[src/source/rv_decode_pkg.sv]
// ====================
// RV32 decode package
// Word and register index types, execute control encodings
// and the opcode match patterns for the decode stage
// ====================
`default_nettype none

package rv_decode_pkg;

	typedef logic [31:0] addr_t;
	typedef logic [31:0] data_t;
	typedef logic [31:0] instr_t;
	typedef logic [4:0] regaddr_t;

	// ALU operation, MULDIV hands the op to the M unit
	typedef enum logic [3:0] {
		ALUOP_ADD, ALUOP_SUB, ALUOP_LT, ALUOP_LTU, ALUOP_AND, ALUOP_OR,
		ALUOP_XOR, ALUOP_SLL, ALUOP_SRL, ALUOP_SRA, ALUOP_MULDIV
	} alu_op_t;

	typedef enum logic {ALUSRCA_RS1, ALUSRCA_PC} alusrc_a_t;
	typedef enum logic {ALUSRCB_RS2, ALUSRCB_IMM} alusrc_b_t;

	typedef enum logic [3:0] {
		MEMOP_NONE, MEMOP_LB, MEMOP_LH, MEMOP_LW, MEMOP_LBU,
		MEMOP_LHU, MEMOP_SB, MEMOP_SH, MEMOP_SW
	} mem_op_t;

	// Order follows funct3 of the M opcodes
	typedef enum logic [2:0] {
		MULOP_MUL, MULOP_MULH, MULOP_MULHSU, MULOP_MULHU,
		MULOP_DIV, MULOP_DIVU, MULOP_REM, MULOP_REMU
	} mul_op_t;

	// Branch taken when the ALU result matches the condition
	typedef enum logic [1:0] {BCOND_NEVER, BCOND_ZERO, BCOND_NZERO, BCOND_ALWAYS} bcond_t;

	typedef enum logic [2:0] {
		EXCEPT_NONE, EXCEPT_ILLEGAL, EXCEPT_ECALL, EXCEPT_EBREAK, EXCEPT_MRET
	} except_t;

	// ====================
	// Opcode match patterns, ? bits are don't care in casez
	// ====================
	localparam instr_t
		RV_BEQ     = 32'b?????????????????000?????1100011,
		RV_BNE     = 32'b?????????????????001?????1100011,
		RV_BLT     = 32'b?????????????????100?????1100011,
		RV_BGE     = 32'b?????????????????101?????1100011,
		RV_BLTU    = 32'b?????????????????110?????1100011,
		RV_BGEU    = 32'b?????????????????111?????1100011,
		RV_JALR    = 32'b?????????????????000?????1100111,
		RV_JAL     = 32'b?????????????????????????1101111,
		RV_LUI     = 32'b?????????????????????????0110111,
		RV_AUIPC   = 32'b?????????????????????????0010111,
		RV_ADDI    = 32'b?????????????????000?????0010011,
		RV_SLLI    = 32'b0000000??????????001?????0010011,
		RV_SLTI    = 32'b?????????????????010?????0010011,
		RV_SLTIU   = 32'b?????????????????011?????0010011,
		RV_XORI    = 32'b?????????????????100?????0010011,
		RV_SRLI    = 32'b0000000??????????101?????0010011,
		RV_SRAI    = 32'b0100000??????????101?????0010011,
		RV_ORI     = 32'b?????????????????110?????0010011,
		RV_ANDI    = 32'b?????????????????111?????0010011,
		RV_ADD     = 32'b0000000??????????000?????0110011,
		RV_SUB     = 32'b0100000??????????000?????0110011,
		RV_SLL     = 32'b0000000??????????001?????0110011,
		RV_SLT     = 32'b0000000??????????010?????0110011,
		RV_SLTU    = 32'b0000000??????????011?????0110011,
		RV_XOR     = 32'b0000000??????????100?????0110011,
		RV_SRL     = 32'b0000000??????????101?????0110011,
		RV_SRA     = 32'b0100000??????????101?????0110011,
		RV_OR      = 32'b0000000??????????110?????0110011,
		RV_AND     = 32'b0000000??????????111?????0110011,
		RV_LB      = 32'b?????????????????000?????0000011,
		RV_LH      = 32'b?????????????????001?????0000011,
		RV_LW      = 32'b?????????????????010?????0000011,
		RV_LBU     = 32'b?????????????????100?????0000011,
		RV_LHU     = 32'b?????????????????101?????0000011,
		RV_SB      = 32'b?????????????????000?????0100011,
		RV_SH      = 32'b?????????????????001?????0100011,
		RV_SW      = 32'b?????????????????010?????0100011,
		RV_MUL     = 32'b0000001??????????000?????0110011,
		RV_MULH    = 32'b0000001??????????001?????0110011,
		RV_MULHSU  = 32'b0000001??????????010?????0110011,
		RV_MULHU   = 32'b0000001??????????011?????0110011,
		RV_DIV     = 32'b0000001??????????100?????0110011,
		RV_DIVU    = 32'b0000001??????????101?????0110011,
		RV_REM     = 32'b0000001??????????110?????0110011,
		RV_REMU    = 32'b0000001??????????111?????0110011,
		RV_FENCE   = 32'b?????????????????000?????0001111,
		RV_FENCE_I = 32'b?????????????????001?????0001111,
		RV_ECALL   = 32'b00000000000000000000000001110011,
		RV_EBREAK  = 32'b00000000000100000000000001110011,
		RV_MRET    = 32'b00110000001000000000000001110011;

endpackage

`default_nettype wire

[src/source/rv_dctrl_if.sv]
// ====================
// Decoded control bundle
// Decoder drives, D/X register samples
// ====================
`timescale 1ns/100ps
`default_nettype none

interface rv_dctrl_if;
	import rv_decode_pkg::*;

	regaddr_t rs1;
	regaddr_t rs2;
	regaddr_t rd;
	data_t imm;
	alusrc_a_t alusrc_a;
	alusrc_b_t alusrc_b;
	alu_op_t alu_op;
	mem_op_t mem_op;
	mul_op_t mul_op;
	bcond_t bcond;
	logic jump_is_regoffs;
	logic result_is_linkaddr;
	except_t except;
	// Word matched no legal opcode
	logic invalid;

	modport decoder (
		output rs1, rs2, rd, imm, alusrc_a, alusrc_b, alu_op, mem_op, mul_op,
		bcond, jump_is_regoffs, result_is_linkaddr, except, invalid
	);

	modport pipe (
		input rs1, rs2, rd, imm, alusrc_a, alusrc_b, alu_op, mem_op, mul_op,
		bcond, jump_is_regoffs, result_is_linkaddr, except, invalid
	);

endinterface

`default_nettype wire

[src/source/rv_branch_predict.sv]
// ====================
// Static branch predictor
// Backward branches and JAL predicted taken
// Target is PC plus the B or J offset
// ====================
`timescale 1ns/100ps
`default_nettype none

module rv_branch_predict (
	input wire rv_decode_pkg::instr_t instr_i,
	input wire rv_decode_pkg::addr_t pc_i,
	input wire jump_en_i,
	output logic jump_req_o,
	output rv_decode_pkg::addr_t jump_target_o
);
	import rv_decode_pkg::*;

	data_t imm_b;
	data_t imm_j;
	data_t jump_offs;

	assign imm_b = {{20{instr_i[31]}}, instr_i[7], instr_i[30:25], instr_i[11:8], 1'b0};
	assign imm_j = {{12{instr_i[31]}}, instr_i[19:12], instr_i[20], instr_i[30:21], 1'b0};

	// JAL is 1101111, branches 1100011, so opcode bit 3 picks the format
	assign jump_offs = instr_i[3] ? imm_j : imm_b;
	assign jump_target_o = pc_i + jump_offs;

	// Sign bit set means a backward offset
	always_comb begin
		casez (instr_i)
			RV_BEQ, RV_BNE, RV_BLT, RV_BGE, RV_BLTU, RV_BGEU: begin
				jump_req_o = jump_en_i && instr_i[31];
			end
			RV_JAL: jump_req_o = jump_en_i;
			default: jump_req_o = 1'b0;
		endcase
	end

endmodule

`default_nettype wire

[src/source/rv_decode_ctrl.sv]
// ====================
// Decode stage control
// Program counter, stall, CIR use and CIR lock
// Gates the jump request through jump enable
// ====================
`timescale 1ns/100ps
`default_nettype none

module rv_decode_ctrl #(
	parameter rv_decode_pkg::addr_t RESET_VECTOR = '0
) (
	input wire clk,
	input wire rst_n,
	input wire fd_cir_vld_i,
	input wire x_stall_i,
	input wire f_jump_rdy_i,
	input wire f_jump_now_i,
	input wire rv_decode_pkg::addr_t f_jump_target_i,
	input wire invalid_i,
	input wire jump_req_i,
	output rv_decode_pkg::addr_t pc_o,
	output rv_decode_pkg::addr_t pc_next_o,
	output logic jump_en_o,
	output logic d_stall_o,
	output logic df_cir_use_o,
	output logic df_cir_lock_o
);

	logic starved;
	logic lock_assert;
	logic lock_prev;

	// Nothing in the CIR
	assign starved = !fd_cir_vld_i;
	// Stall also while fetch cannot take our jump yet
	assign d_stall_o = x_stall_i || starved || (jump_req_i && !f_jump_rdy_i);
	assign df_cir_use_o = !starved && !d_stall_o;

	// A locked CIR holds a jump that already went out
	assign jump_en_o = !starved && !lock_prev && !invalid_i;

	// ====================
	// CIR lock
	// ====================
	// Jump accepted by fetch but X holds us
	// Lock keeps fetch from overwriting the CIR until the stall clears
	assign lock_assert = jump_req_i && f_jump_rdy_i && d_stall_o;
	assign df_cir_lock_o = (lock_prev && d_stall_o) || lock_assert;

	always_ff @(posedge clk or negedge rst_n) begin
		if (!rst_n) begin
			lock_prev <= 1'b0;
		end else begin
			lock_prev <= df_cir_lock_o;
		end
	end

	// Program counter
	assign pc_next_o = pc_o + 32'd4;

	always_ff @(posedge clk or negedge rst_n) begin
		if (!rst_n) begin
			pc_o <= RESET_VECTOR;
		end else if ((f_jump_now_i && !lock_assert) || (lock_prev && !d_stall_o)) begin
			// Fetch jumped, or a held lock releases onto the jump target
			pc_o <= f_jump_target_i;
		end else if (!d_stall_o && !df_cir_lock_o) begin
			pc_o <= pc_next_o;
		end
	end

endmodule

`default_nettype wire

[src/source/rv_decode_top.sv]
// ====================
// RV32 decode stage
// Decoder, branch predictor, stage control and D/X register
// ====================
`timescale 1ns/100ps
`default_nettype none

module rv_decode_top #(
	parameter rv_decode_pkg::addr_t RESET_VECTOR = '0,
	parameter bit EXTENSION_M = 1'b1
) (
	input wire clk,
	input wire rst_n,
	// Fetch side CIR
	input wire rv_decode_pkg::instr_t fd_cir_i,
	input wire fd_cir_vld_i,
	output wire df_cir_use_o,
	output wire df_cir_lock_o,
	// Jump request and fetch response
	output wire d_jump_req_o,
	output wire rv_decode_pkg::addr_t d_jump_target_o,
	input wire f_jump_rdy_i,
	input wire f_jump_now_i,
	input wire rv_decode_pkg::addr_t f_jump_target_i,
	// Pipeline control
	output wire d_stall_o,
	input wire x_stall_i,
	input wire flush_d_x_i,
	// Register file read addresses, combinational
	output wire rv_decode_pkg::regaddr_t d_rs1_o,
	output wire rv_decode_pkg::regaddr_t d_rs2_o,
	// D/X register
	output wire rv_decode_pkg::regaddr_t dx_rs1_o,
	output wire rv_decode_pkg::regaddr_t dx_rs2_o,
	output wire rv_decode_pkg::regaddr_t dx_rd_o,
	output wire rv_decode_pkg::data_t dx_imm_o,
	output wire rv_decode_pkg::alusrc_a_t dx_alusrc_a_o,
	output wire rv_decode_pkg::alusrc_b_t dx_alusrc_b_o,
	output wire rv_decode_pkg::alu_op_t dx_aluop_o,
	output wire rv_decode_pkg::mem_op_t dx_memop_o,
	output wire rv_decode_pkg::mul_op_t dx_mulop_o,
	output wire rv_decode_pkg::bcond_t dx_branchcond_o,
	output wire dx_jump_is_regoffs_o,
	output wire dx_result_is_linkaddr_o,
	output wire rv_decode_pkg::except_t dx_except_o,
	output wire rv_decode_pkg::addr_t dx_jump_target_o,
	output wire rv_decode_pkg::addr_t dx_pc_o,
	output wire rv_decode_pkg::addr_t dx_mispredict_addr_o
);
	import rv_decode_pkg::*;

	addr_t pc;
	addr_t pc_next;
	logic jump_en;

	rv_dctrl_if dctrl ();

	// Same-named ports connect by .*
	rv_decode_ctrl #(
		.RESET_VECTOR(RESET_VECTOR)
	) rv_decode_ctrl_i (
		.*,
		.invalid_i(dctrl.invalid),
		.jump_req_i(d_jump_req_o),
		.pc_o(pc),
		.pc_next_o(pc_next),
		.jump_en_o(jump_en)
	);

	rv_instr_decoder #(
		.EXTENSION_M(EXTENSION_M)
	) rv_instr_decoder_i (
		.instr_i(fd_cir_i),
		.dctrl(dctrl)
	);

	rv_branch_predict rv_branch_predict_i (
		.instr_i(fd_cir_i),
		.pc_i(pc),
		.jump_en_i(jump_en),
		.jump_req_o(d_jump_req_o),
		.jump_target_o(d_jump_target_o)
	);

	rv_dx_regs #(
		.EXTENSION_M(EXTENSION_M)
	) rv_dx_regs_i (
		.*,
		.d_stall_i(d_stall_o),
		.pc_i(pc),
		.pc_next_i(pc_next),
		.jump_target_i(d_jump_target_o),
		.dctrl(dctrl)
	);

	// Register reads go out before the D/X edge
	assign d_rs1_o = dctrl.rs1;
	assign d_rs2_o = dctrl.rs2;

endmodule

`default_nettype wire

[src/source/rv_dx_regs.sv]
// ====================
// D/X pipeline register
// Masks invalid instructions to an illegal exception
// Inserts a bubble on decode stall or flush, holds on X stall
// ====================
`timescale 1ns/100ps
`default_nettype none

module rv_dx_regs #(
	parameter bit EXTENSION_M = 1'b1
) (
	input wire clk,
	input wire rst_n,
	input wire x_stall_i,
	input wire flush_d_x_i,
	input wire d_stall_i,
	input wire f_jump_now_i,
	input wire rv_decode_pkg::addr_t f_jump_target_i,
	input wire rv_decode_pkg::addr_t pc_i,
	input wire rv_decode_pkg::addr_t pc_next_i,
	input wire rv_decode_pkg::addr_t jump_target_i,
	rv_dctrl_if.pipe dctrl,
	output rv_decode_pkg::regaddr_t dx_rs1_o,
	output rv_decode_pkg::regaddr_t dx_rs2_o,
	output rv_decode_pkg::regaddr_t dx_rd_o,
	output rv_decode_pkg::data_t dx_imm_o,
	output rv_decode_pkg::alusrc_a_t dx_alusrc_a_o,
	output rv_decode_pkg::alusrc_b_t dx_alusrc_b_o,
	output rv_decode_pkg::alu_op_t dx_aluop_o,
	output rv_decode_pkg::mem_op_t dx_memop_o,
	output rv_decode_pkg::mul_op_t dx_mulop_o,
	output rv_decode_pkg::bcond_t dx_branchcond_o,
	output logic dx_jump_is_regoffs_o,
	output logic dx_result_is_linkaddr_o,
	output rv_decode_pkg::except_t dx_except_o,
	output rv_decode_pkg::addr_t dx_jump_target_o,
	output rv_decode_pkg::addr_t dx_pc_o,
	output rv_decode_pkg::addr_t dx_mispredict_addr_o
);
	import rv_decode_pkg::*;

	logic bubble;
	logic squash;

	assign bubble = d_stall_i || flush_d_x_i;
	// Either case kills every side effect of the instruction
	assign squash = bubble || dctrl.invalid;

	// ====================
	// Control register
	// ====================
	always_ff @(posedge clk or negedge rst_n) begin
		if (!rst_n) begin
			dx_rs1_o <= '0;
			dx_rs2_o <= '0;
			dx_rd_o <= '0;
			dx_alusrc_a_o <= ALUSRCA_RS1;
			dx_alusrc_b_o <= ALUSRCB_RS2;
			dx_aluop_o <= ALUOP_ADD;
			dx_memop_o <= MEMOP_NONE;
			dx_mulop_o <= MULOP_MUL;
			dx_branchcond_o <= BCOND_NEVER;
			dx_jump_is_regoffs_o <= 1'b0;
			dx_result_is_linkaddr_o <= 1'b0;
			dx_except_o <= EXCEPT_NONE;
		end else if (!x_stall_i) begin
			// Cleared sources stop a bubble from raising spurious RAW stalls in X
			dx_rs1_o <= squash ? '0 : dctrl.rs1;
			dx_rs2_o <= squash ? '0 : dctrl.rs2;
			dx_rd_o <= squash ? '0 : dctrl.rd;
			dx_memop_o <= squash ? MEMOP_NONE : dctrl.mem_op;
			dx_branchcond_o <= squash ? BCOND_NEVER : dctrl.bcond;
			// Bubble wins over the illegal trap
			dx_except_o <= bubble ? EXCEPT_NONE :
				(dctrl.invalid ? EXCEPT_ILLEGAL : dctrl.except);
			// Never start a multiply for a squashed slot
			dx_aluop_o <= (EXTENSION_M && squash) ? ALUOP_ADD : dctrl.alu_op;
			// No side effects on their own
			dx_alusrc_a_o <= dctrl.alusrc_a;
			dx_alusrc_b_o <= dctrl.alusrc_b;
			dx_mulop_o <= dctrl.mul_op;
			dx_jump_is_regoffs_o <= dctrl.jump_is_regoffs;
			dx_result_is_linkaddr_o <= dctrl.result_is_linkaddr;
		end
	end

	// Address and immediate register
	always_ff @(posedge clk) begin
		if (!x_stall_i) begin
			dx_imm_o <= dctrl.imm;
			dx_jump_target_o <= jump_target_i;
			// Fall-through address for a wrongly predicted branch
			dx_mispredict_addr_o <= pc_next_i;
			// Late jump target goes straight to X so a trap never sees a stale PC
			dx_pc_o <= (flush_d_x_i && f_jump_now_i) ? f_jump_target_i : pc_i;
		end
	end

endmodule

`default_nettype wire

[src/source/rv_instr_decoder.sv]
// ====================
// RV32I/M instruction decoder
// Expands immediates and maps the opcode table onto execute controls
// Unknown opcodes, and M opcodes without the M extension, raise invalid
// ====================
`timescale 1ns/100ps
`default_nettype none

module rv_instr_decoder #(
	parameter bit EXTENSION_M = 1'b1
) (
	input wire rv_decode_pkg::instr_t instr_i,
	rv_dctrl_if.decoder dctrl
);
	import rv_decode_pkg::*;

	data_t imm_i;
	data_t imm_s;
	data_t imm_b;
	data_t imm_u;
	data_t imm_j;
	alu_op_t alu_f3;
	mem_op_t mem_f3;

	// Immediate formats, all sign extended from bit 31
	assign imm_i = {{21{instr_i[31]}}, instr_i[30:20]};
	assign imm_s = {{21{instr_i[31]}}, instr_i[30:25], instr_i[11:7]};
	assign imm_b = {{20{instr_i[31]}}, instr_i[7], instr_i[30:25], instr_i[11:8], 1'b0};
	assign imm_u = {instr_i[31:12], 12'h000};
	assign imm_j = {{12{instr_i[31]}}, instr_i[19:12], instr_i[20], instr_i[30:21], 1'b0};

	// ALU op from funct3
	// SUB only for the register form (opcode bit 5), bit 30 picks SRA
	always_comb begin
		case (instr_i[14:12])
			3'b000: alu_f3 = (instr_i[5] && instr_i[30]) ? ALUOP_SUB : ALUOP_ADD;
			3'b001: alu_f3 = ALUOP_SLL;
			3'b010: alu_f3 = ALUOP_LT;
			3'b011: alu_f3 = ALUOP_LTU;
			3'b100: alu_f3 = ALUOP_XOR;
			3'b101: alu_f3 = instr_i[30] ? ALUOP_SRA : ALUOP_SRL;
			3'b110: alu_f3 = ALUOP_OR;
			default: alu_f3 = ALUOP_AND;
		endcase
	end

	// Memory op from funct3, opcode bit 5 separates stores from loads
	always_comb begin
		case ({instr_i[5], instr_i[14:12]})
			4'b0000: mem_f3 = MEMOP_LB;
			4'b0001: mem_f3 = MEMOP_LH;
			4'b0010: mem_f3 = MEMOP_LW;
			4'b0100: mem_f3 = MEMOP_LBU;
			4'b0101: mem_f3 = MEMOP_LHU;
			4'b1000: mem_f3 = MEMOP_SB;
			4'b1001: mem_f3 = MEMOP_SH;
			4'b1010: mem_f3 = MEMOP_SW;
			default: mem_f3 = MEMOP_NONE;
		endcase
	end

	// ====================
	// Opcode table
	// ====================
	always_comb begin
		// Defaults, register fields straight from the word
		dctrl.rs1 = instr_i[19:15];
		dctrl.rs2 = instr_i[24:20];
		dctrl.rd = instr_i[11:7];
		dctrl.imm = imm_i;
		dctrl.alusrc_a = ALUSRCA_RS1;
		dctrl.alusrc_b = ALUSRCB_RS2;
		dctrl.alu_op = ALUOP_ADD;
		dctrl.mem_op = MEMOP_NONE;
		dctrl.mul_op = MULOP_MUL;
		dctrl.bcond = BCOND_NEVER;
		dctrl.jump_is_regoffs = 1'b0;
		dctrl.result_is_linkaddr = 1'b0;
		dctrl.except = EXCEPT_NONE;
		dctrl.invalid = 1'b0;
		casez (instr_i)
			RV_BEQ, RV_BNE, RV_BLT, RV_BGE, RV_BLTU, RV_BGEU: begin
				// EQ/NE compare by SUB, the others by set-less-than
				dctrl.rd = '0;
				dctrl.imm = imm_b;
				dctrl.alu_op = !instr_i[14] ? ALUOP_SUB : (instr_i[13] ? ALUOP_LTU : ALUOP_LT);
				dctrl.bcond = (instr_i[12] ^ instr_i[14]) ? BCOND_NZERO : BCOND_ZERO;
			end
			RV_JALR: begin
				dctrl.rs2 = '0;
				dctrl.alusrc_b = ALUSRCB_IMM;
				dctrl.bcond = BCOND_ALWAYS;
				dctrl.jump_is_regoffs = 1'b1;
				dctrl.result_is_linkaddr = 1'b1;
			end
			RV_JAL: begin
				// Jump already taken in decode, X only writes the link
				dctrl.rs1 = '0;
				dctrl.rs2 = '0;
				dctrl.imm = imm_j;
				dctrl.result_is_linkaddr = 1'b1;
			end
			RV_LUI, RV_AUIPC: begin
				dctrl.rs1 = '0;
				dctrl.rs2 = '0;
				dctrl.imm = imm_u;
				dctrl.alusrc_b = ALUSRCB_IMM;
				// AUIPC adds to PC, LUI adds to x0
				dctrl.alusrc_a = instr_i[5] ? ALUSRCA_RS1 : ALUSRCA_PC;
			end
			RV_ADDI, RV_SLLI, RV_SLTI, RV_SLTIU, RV_XORI, RV_SRLI, RV_SRAI, RV_ORI, RV_ANDI: begin
				dctrl.rs2 = '0;
				dctrl.alusrc_b = ALUSRCB_IMM;
				dctrl.alu_op = alu_f3;
			end
			RV_ADD, RV_SUB, RV_SLL, RV_SLT, RV_SLTU, RV_XOR, RV_SRL, RV_SRA, RV_OR, RV_AND: begin
				dctrl.alu_op = alu_f3;
			end
			RV_LB, RV_LH, RV_LW, RV_LBU, RV_LHU: begin
				dctrl.rs2 = '0;
				dctrl.alusrc_b = ALUSRCB_IMM;
				dctrl.mem_op = mem_f3;
			end
			RV_SB, RV_SH, RV_SW: begin
				dctrl.rd = '0;
				dctrl.imm = imm_s;
				dctrl.alusrc_b = ALUSRCB_IMM;
				dctrl.mem_op = mem_f3;
			end
			RV_MUL, RV_MULH, RV_MULHSU, RV_MULHU, RV_DIV, RV_DIVU, RV_REM, RV_REMU: begin
				if (EXTENSION_M) begin
					dctrl.alu_op = ALUOP_MULDIV;
					dctrl.mul_op = mul_op_t'(instr_i[14:12]);
				end else begin
					dctrl.invalid = 1'b1;
				end
			end
			// Fences are NOPs on this core
			RV_FENCE, RV_FENCE_I: dctrl.rd = '0;
			RV_ECALL, RV_EBREAK, RV_MRET: begin
				dctrl.rs1 = '0;
				dctrl.rs2 = '0;
				dctrl.rd = '0;
				// Bit 29 marks MRET, bit 20 marks EBREAK
				dctrl.except = instr_i[29] ? EXCEPT_MRET :
					(instr_i[20] ? EXCEPT_EBREAK : EXCEPT_ECALL);
			end
			// CSR ops land here too
			default: dctrl.invalid = 1'b1;
		endcase
	end

endmodule

`default_nettype wire

[config.mk]
export PLATFORM = sky130hd
export DESIGN_NAME = rv_decode_top
export DESIGN_NICKNAME = d
export VERILOG_FILES = /design/src/source/rv_decode_pkg.sv /design/src/source/rv_dctrl_if.sv /design/src/source/rv_branch_predict.sv /design/src/source/rv_decode_ctrl.sv /design/src/source/rv_decode_top.sv /design/src/source/rv_dx_regs.sv /design/src/source/rv_instr_decoder.sv
export SDC_FILE = /design/constraint.sdc
export NUM_CORES = 1
export LEC_CHECK = 0
export BUFFER_PORTS_ARGS = -buffer_cell sky130_fd_sc_hd__buf_2
export CAP_MARGIN = 20
export CORE_AREA = 2 2 152 154
export CTS_BUF_LIST = sky130_fd_sc_hd__clkbuf_16
export DETAILED_ROUTE_END_ITERATION = 7
export DIE_AREA = 0 0 154 156
export GPL_TIMING_DRIVEN = 0
export PLACE_DENSITY = 0.8
export SLEW_MARGIN = 20
export SYNTH_ARGS = -nofsm -noshare
export SYNTH_HDL_FRONTEND = slang
export SYNTH_SLANG_ARGS = --single-unit
[constraint.sdc]
create_clock -name clk -period 4.2 [get_ports clk]
set_clock_uncertainty 0.15 [all_clocks]
set_input_delay 0.42 -clock clk [delete_from_list [all_inputs] [get_ports clk]]
set_output_delay 0.42 -clock clk [all_outputs]
set_load 0.01 [all_outputs]
==> reports/metrics.csv <==
stage,metric,value,unit
outcome,status,"finished, final reports clean",
synthesis,synthArstFlopShare,0.3487,
global_route,grtUsageMet3,0.06167,
pwr,p_seq_frac,0.437,
setup_path,r2r-start,rv_decode_ctrl_i.pc_o[1],
finish,finalNonFillerCells,1597,
setup_path,worstSetupEndpoint,d_jump_target_o[29],
die,start_util,0.4759,
placement,port_buffers,277,
placement,dp_cells,1562,
pwr,clockPowerShare,0.286,
setup_path,rrSetupSlack,1020,ps
timing,tightestPinTransition,937.4,ps
detailed_routing,vias,9205,
setup_path,endpoint_kind,output port,
clock_network,cts_tree,yes,
placement,place_congestion,0.8723,
setup_path,cp.arrival,3460,ps
setup_path,required,3630,ps
clock_network,path_clk_slew,80,ps
detailed_routing,drt_iter0_drc,723,
detailed_routing,dr.pass1.iters,7,
synthesis,synth_edf_count,127,
setup_path,crit_slowest_cell,dfrtp_1,
finish,fin_nets,1404,
timing,hold-worst-slack,44.70,ps
global_route,grt_pass1_vias,8608,
die,row_count,55,
setup_path,worstPathMaxFanout,4,
placement,dp_hpwl,24.46,mm
global_route,grt_overflow,0,
setup_path,worstReg2RegEnd,rv_dx_regs_i.dx_jump_target_o[29],
clock_network,cts_setup_buffers,0,
pwr,p_leak,5.748,nW
clock_network,cts_sinks,195,
synthesis,yosys_warnings,0,
die,die_x,154,um
finish,finalCoreUtilization,0.5872,
clock_network,cts-buffers-inserted,17,
pwr,switching_share,0.3348,
synthesis,synth_seq_cells,195,
die,dieArea,0.02402,mm2
setup_path,startpoint_type,register,
pwr,vdd_ir_drop_max,0.2684,mV
setup_path,worstSetupPathType,register to output port,
detailed_routing,drcViolationCount,0,
global_route,grt_use_total,0.2668,
timing,period_share,0.9606,
timing,setup_viol,0,
global_route,grtUsageMet2,0.4437,
setup_path,max_stage_delay,410,ps
global_route,top_usage_layer,met2,
clock_network,root_buffer,clkbuf_16,
synthesis,syn_inst,995,
global_route,grt_max_degree,36,
setup_path,rr_worst_depth,11,
timing,post-route-min-period,4035,ps
pwr,p_int,3.735,mW
global_route,grt_pass1_wl,49.04,mm
die,die_h,156,um
clock_network,ctsLongestPathBuffers,2,
detailed_routing,routed_wl,32.54,mm
min_path,min_path_type,primary input to register,
finish,areaGrowthSynthToFinish,23.39,%
timing,hold_viol,0,
setup_path,critPathLaunch,rv_decode_ctrl_i.pc_o[1],
detailed_routing,antenna_left,0,
synthesis,synthesis.area,0.01064,mm2
finish,layout_common_cells,"283 x buf_2, 127 x nand2_1, 127 x edfxtp_1",
run,cap_violations,0,
pwr,p_per_area,427.6,mW/mm2
synthesis,synth_cell_types,74,
synthesis,ys_seq_area_frac,0.5182,
setup_path,path_cells,ha_1 -> inv_1 -> fa_1 -> nor2b_1 -> o31a_1 -> o21ai_1 -> a21oi_2 -> o41a_1 -> nor2_1 -> o41ai_2 -> xor2_1 -> buf_2,
pwr,power,5.616,mW
finish,layout_commonest_cell,buf_2,
pwr,switchingPower,1.880,mW
global_route,grtUsageMet1,0.3455,
detailed_routing,drt-vias-per-instance,5.764,
synthesis,syn_area_per_cell,10.70,um2
detailed_routing,wl_per_cell,20.38,um
synthesis,synthFlopType,edfxtp_1,
timing,fmax,0.2479,GHz
die,coreArea,0.02237,mm2
clock_network,htree_levels,4,
timing,slew_headroom,0.3708,
timing,rsz0062_at_grt,false,
clock_network,insertion_delay,440,ps
synthesis,synth_nets,1104,
timing,finalSetupTns,0,ps
die,pin_count,280,
finish,drive_above_1_share,0.3096,
timing,drv_slew,0,
pwr,combPwrFrac,0.277,
global_route,antenna_found_initial,4,
kinds of logic after synthesis:
| logic type | synth area share |
|---|---|
| AO/OA/AOI/OAI | 0.1495 |
| XOR/XNOR | 0.04443 |
| adder cells (fa/ha/maj) | 0.04537 |
| buffers and inverters | 0.03491 |
| flip-flops | 0.5182 |
| multiplexers | 0.04749 |
| AND/OR/NAND/NOR | 0.1601 |
cells in the mapped netlist (all sizes together) (4+ instances only):
library cell	instances	area, um2
edfxtp	127	3814
nor2b	8	57.55
o21ai	76	391.6
or3	5	32.53
nor2	49	183.9
mux2	36	405.4
nand2	127	476.7
buf	23	163.9
a22o	16	140.1
nand2b	13	81.33
xor2	19	166.4
o22ai	5	31.28
mux2i	10	100.1
xnor2	35	306.5
nor3	27	140.1
inv	23	86.33
and2	22	137.6
ha	37	462.9
a211oi	4	30.03
a21o	27	202.7
nand3	36	195.2
nor4	10	102.6
nand4	10	62.56
o31ai	6	45.04
a31oi	7	43.79
and3	9	56.30
clkbuf	32	121.4
o21a	12	91.34
a21oi	70	354.1
dfrtp	68	1702
flip-flops by register name, summed over array words and instances (netlist names), 2 cells and up:
signal / cells
rv_dx_regs_i.dx_rd_o: 5
rv_dx_regs_i.dx_rs1_o: 5
rv_dx_regs_i.dx_mulop_o: 3
rv_dx_regs_i.dx_memop_o: 4
rv_dx_regs_i.dx_aluop_o: 4
rv_dx_regs_i.dx_rs2_o: 5
rv_dx_regs_i.dx_mispredict_addr_o: 32
rv_dx_regs_i.dx_pc_o: 32
rv_dx_regs_i.dx_branchcond_o: 2
rv_decode_ctrl_i.pc_o: 32
rv_dx_regs_i.dx_except_o: 3
rv_dx_regs_i.dx_imm_o: 32
rv_dx_regs_i.dx_jump_target_o: 31
layer usage:
| layer | vias to the layer above | part of all wire |
|---|---|---|
| li1 | 4244 | - |
| met1 | 4421 | 0.40 |
| met2 | 484 | 0.48 |
| met3 | 56 | 0.092 |
| met4 | 0 | 0.026 |
| met5 | - | 0 |
area by class of cell:
cell class | instances | area (um2)
fill | 1924 | 9231
sequential | 195 | 5517
clock buffer | 17 | 425.4
inverter | 23 | 90.09
clock inverter | 15 | 135.1
timing repair buffer | 283 | 1501
multi-input combinational | 722 | 4818
tap | 285 | 356.6
buffer | 53 | 280.3
antenna | 4 | 10.01
worst min path at each step:
stage                               startpoint                               to  slack [ps]  cells after the start
2_1_floorplan                            rst_n       rv_decode_ctrl_i.lock_prev         -30                      0
3_3_place_gp   rv_dx_regs_i.dx_branchcond_o[0]  rv_dx_regs_i.dx_branchcond_o[0]         310                      2
3_5_place_dp                             rst_n       rv_dx_regs_i.dx_memop_o[1]         250                      1
4_1_cts                     f_jump_target_i[0]         rv_decode_ctrl_i.pc_o[0]          30                      3
5_1_grt                     f_jump_target_i[1]         rv_decode_ctrl_i.pc_o[1]          40                      3
6_report                    f_jump_target_i[0]         rv_decode_ctrl_i.pc_o[0]          40                      3
power by group through the flow:
stage | Clock, mW | Combinational [mW] | Sequential (mW)
final | 1.61 | 1.56 | 2.45
after global routing | 1.69 | 1.69 | 2.48
after CTS | 1.62 | 1.54 | 2.45
after detailed placement | 0 | 1.52 | 2.49
after global placement | 0 | 1.48 | 2.49
after floorplan | 0 | 0.828 | 2.56
timing repair:
action / 4_1_cts / 5_1_grt
resized for setup: 8 / 9
hold endpoints to repair: 33 / 0
hold buffers: 1 / 0
cloned: 0 / 0
pin swaps: 0 / 0
endpoints found under the setup margin: 15 / 7
worst max-delay path: cells and delay by family (launching register included):
kind,cells,cell delay [ps]
compound gates,5,1200
fa+ha+maj,2,620
flops,1,410
xor+xnor,1,270
buf+inv,2,240
simple gates,2,290
stage by stage:
stage          instance area [um2]  worst slack (ps)
2_1_floorplan                10650             356.8
3_3_place_gp                 12390            -860.5
4_1_cts                      13090             3.544
6_report                     13130             165.4
5_1_grt                      13130             22.28
3_5_place_dp                 12490            -463.6
Power figures use the tool's default switching activity.
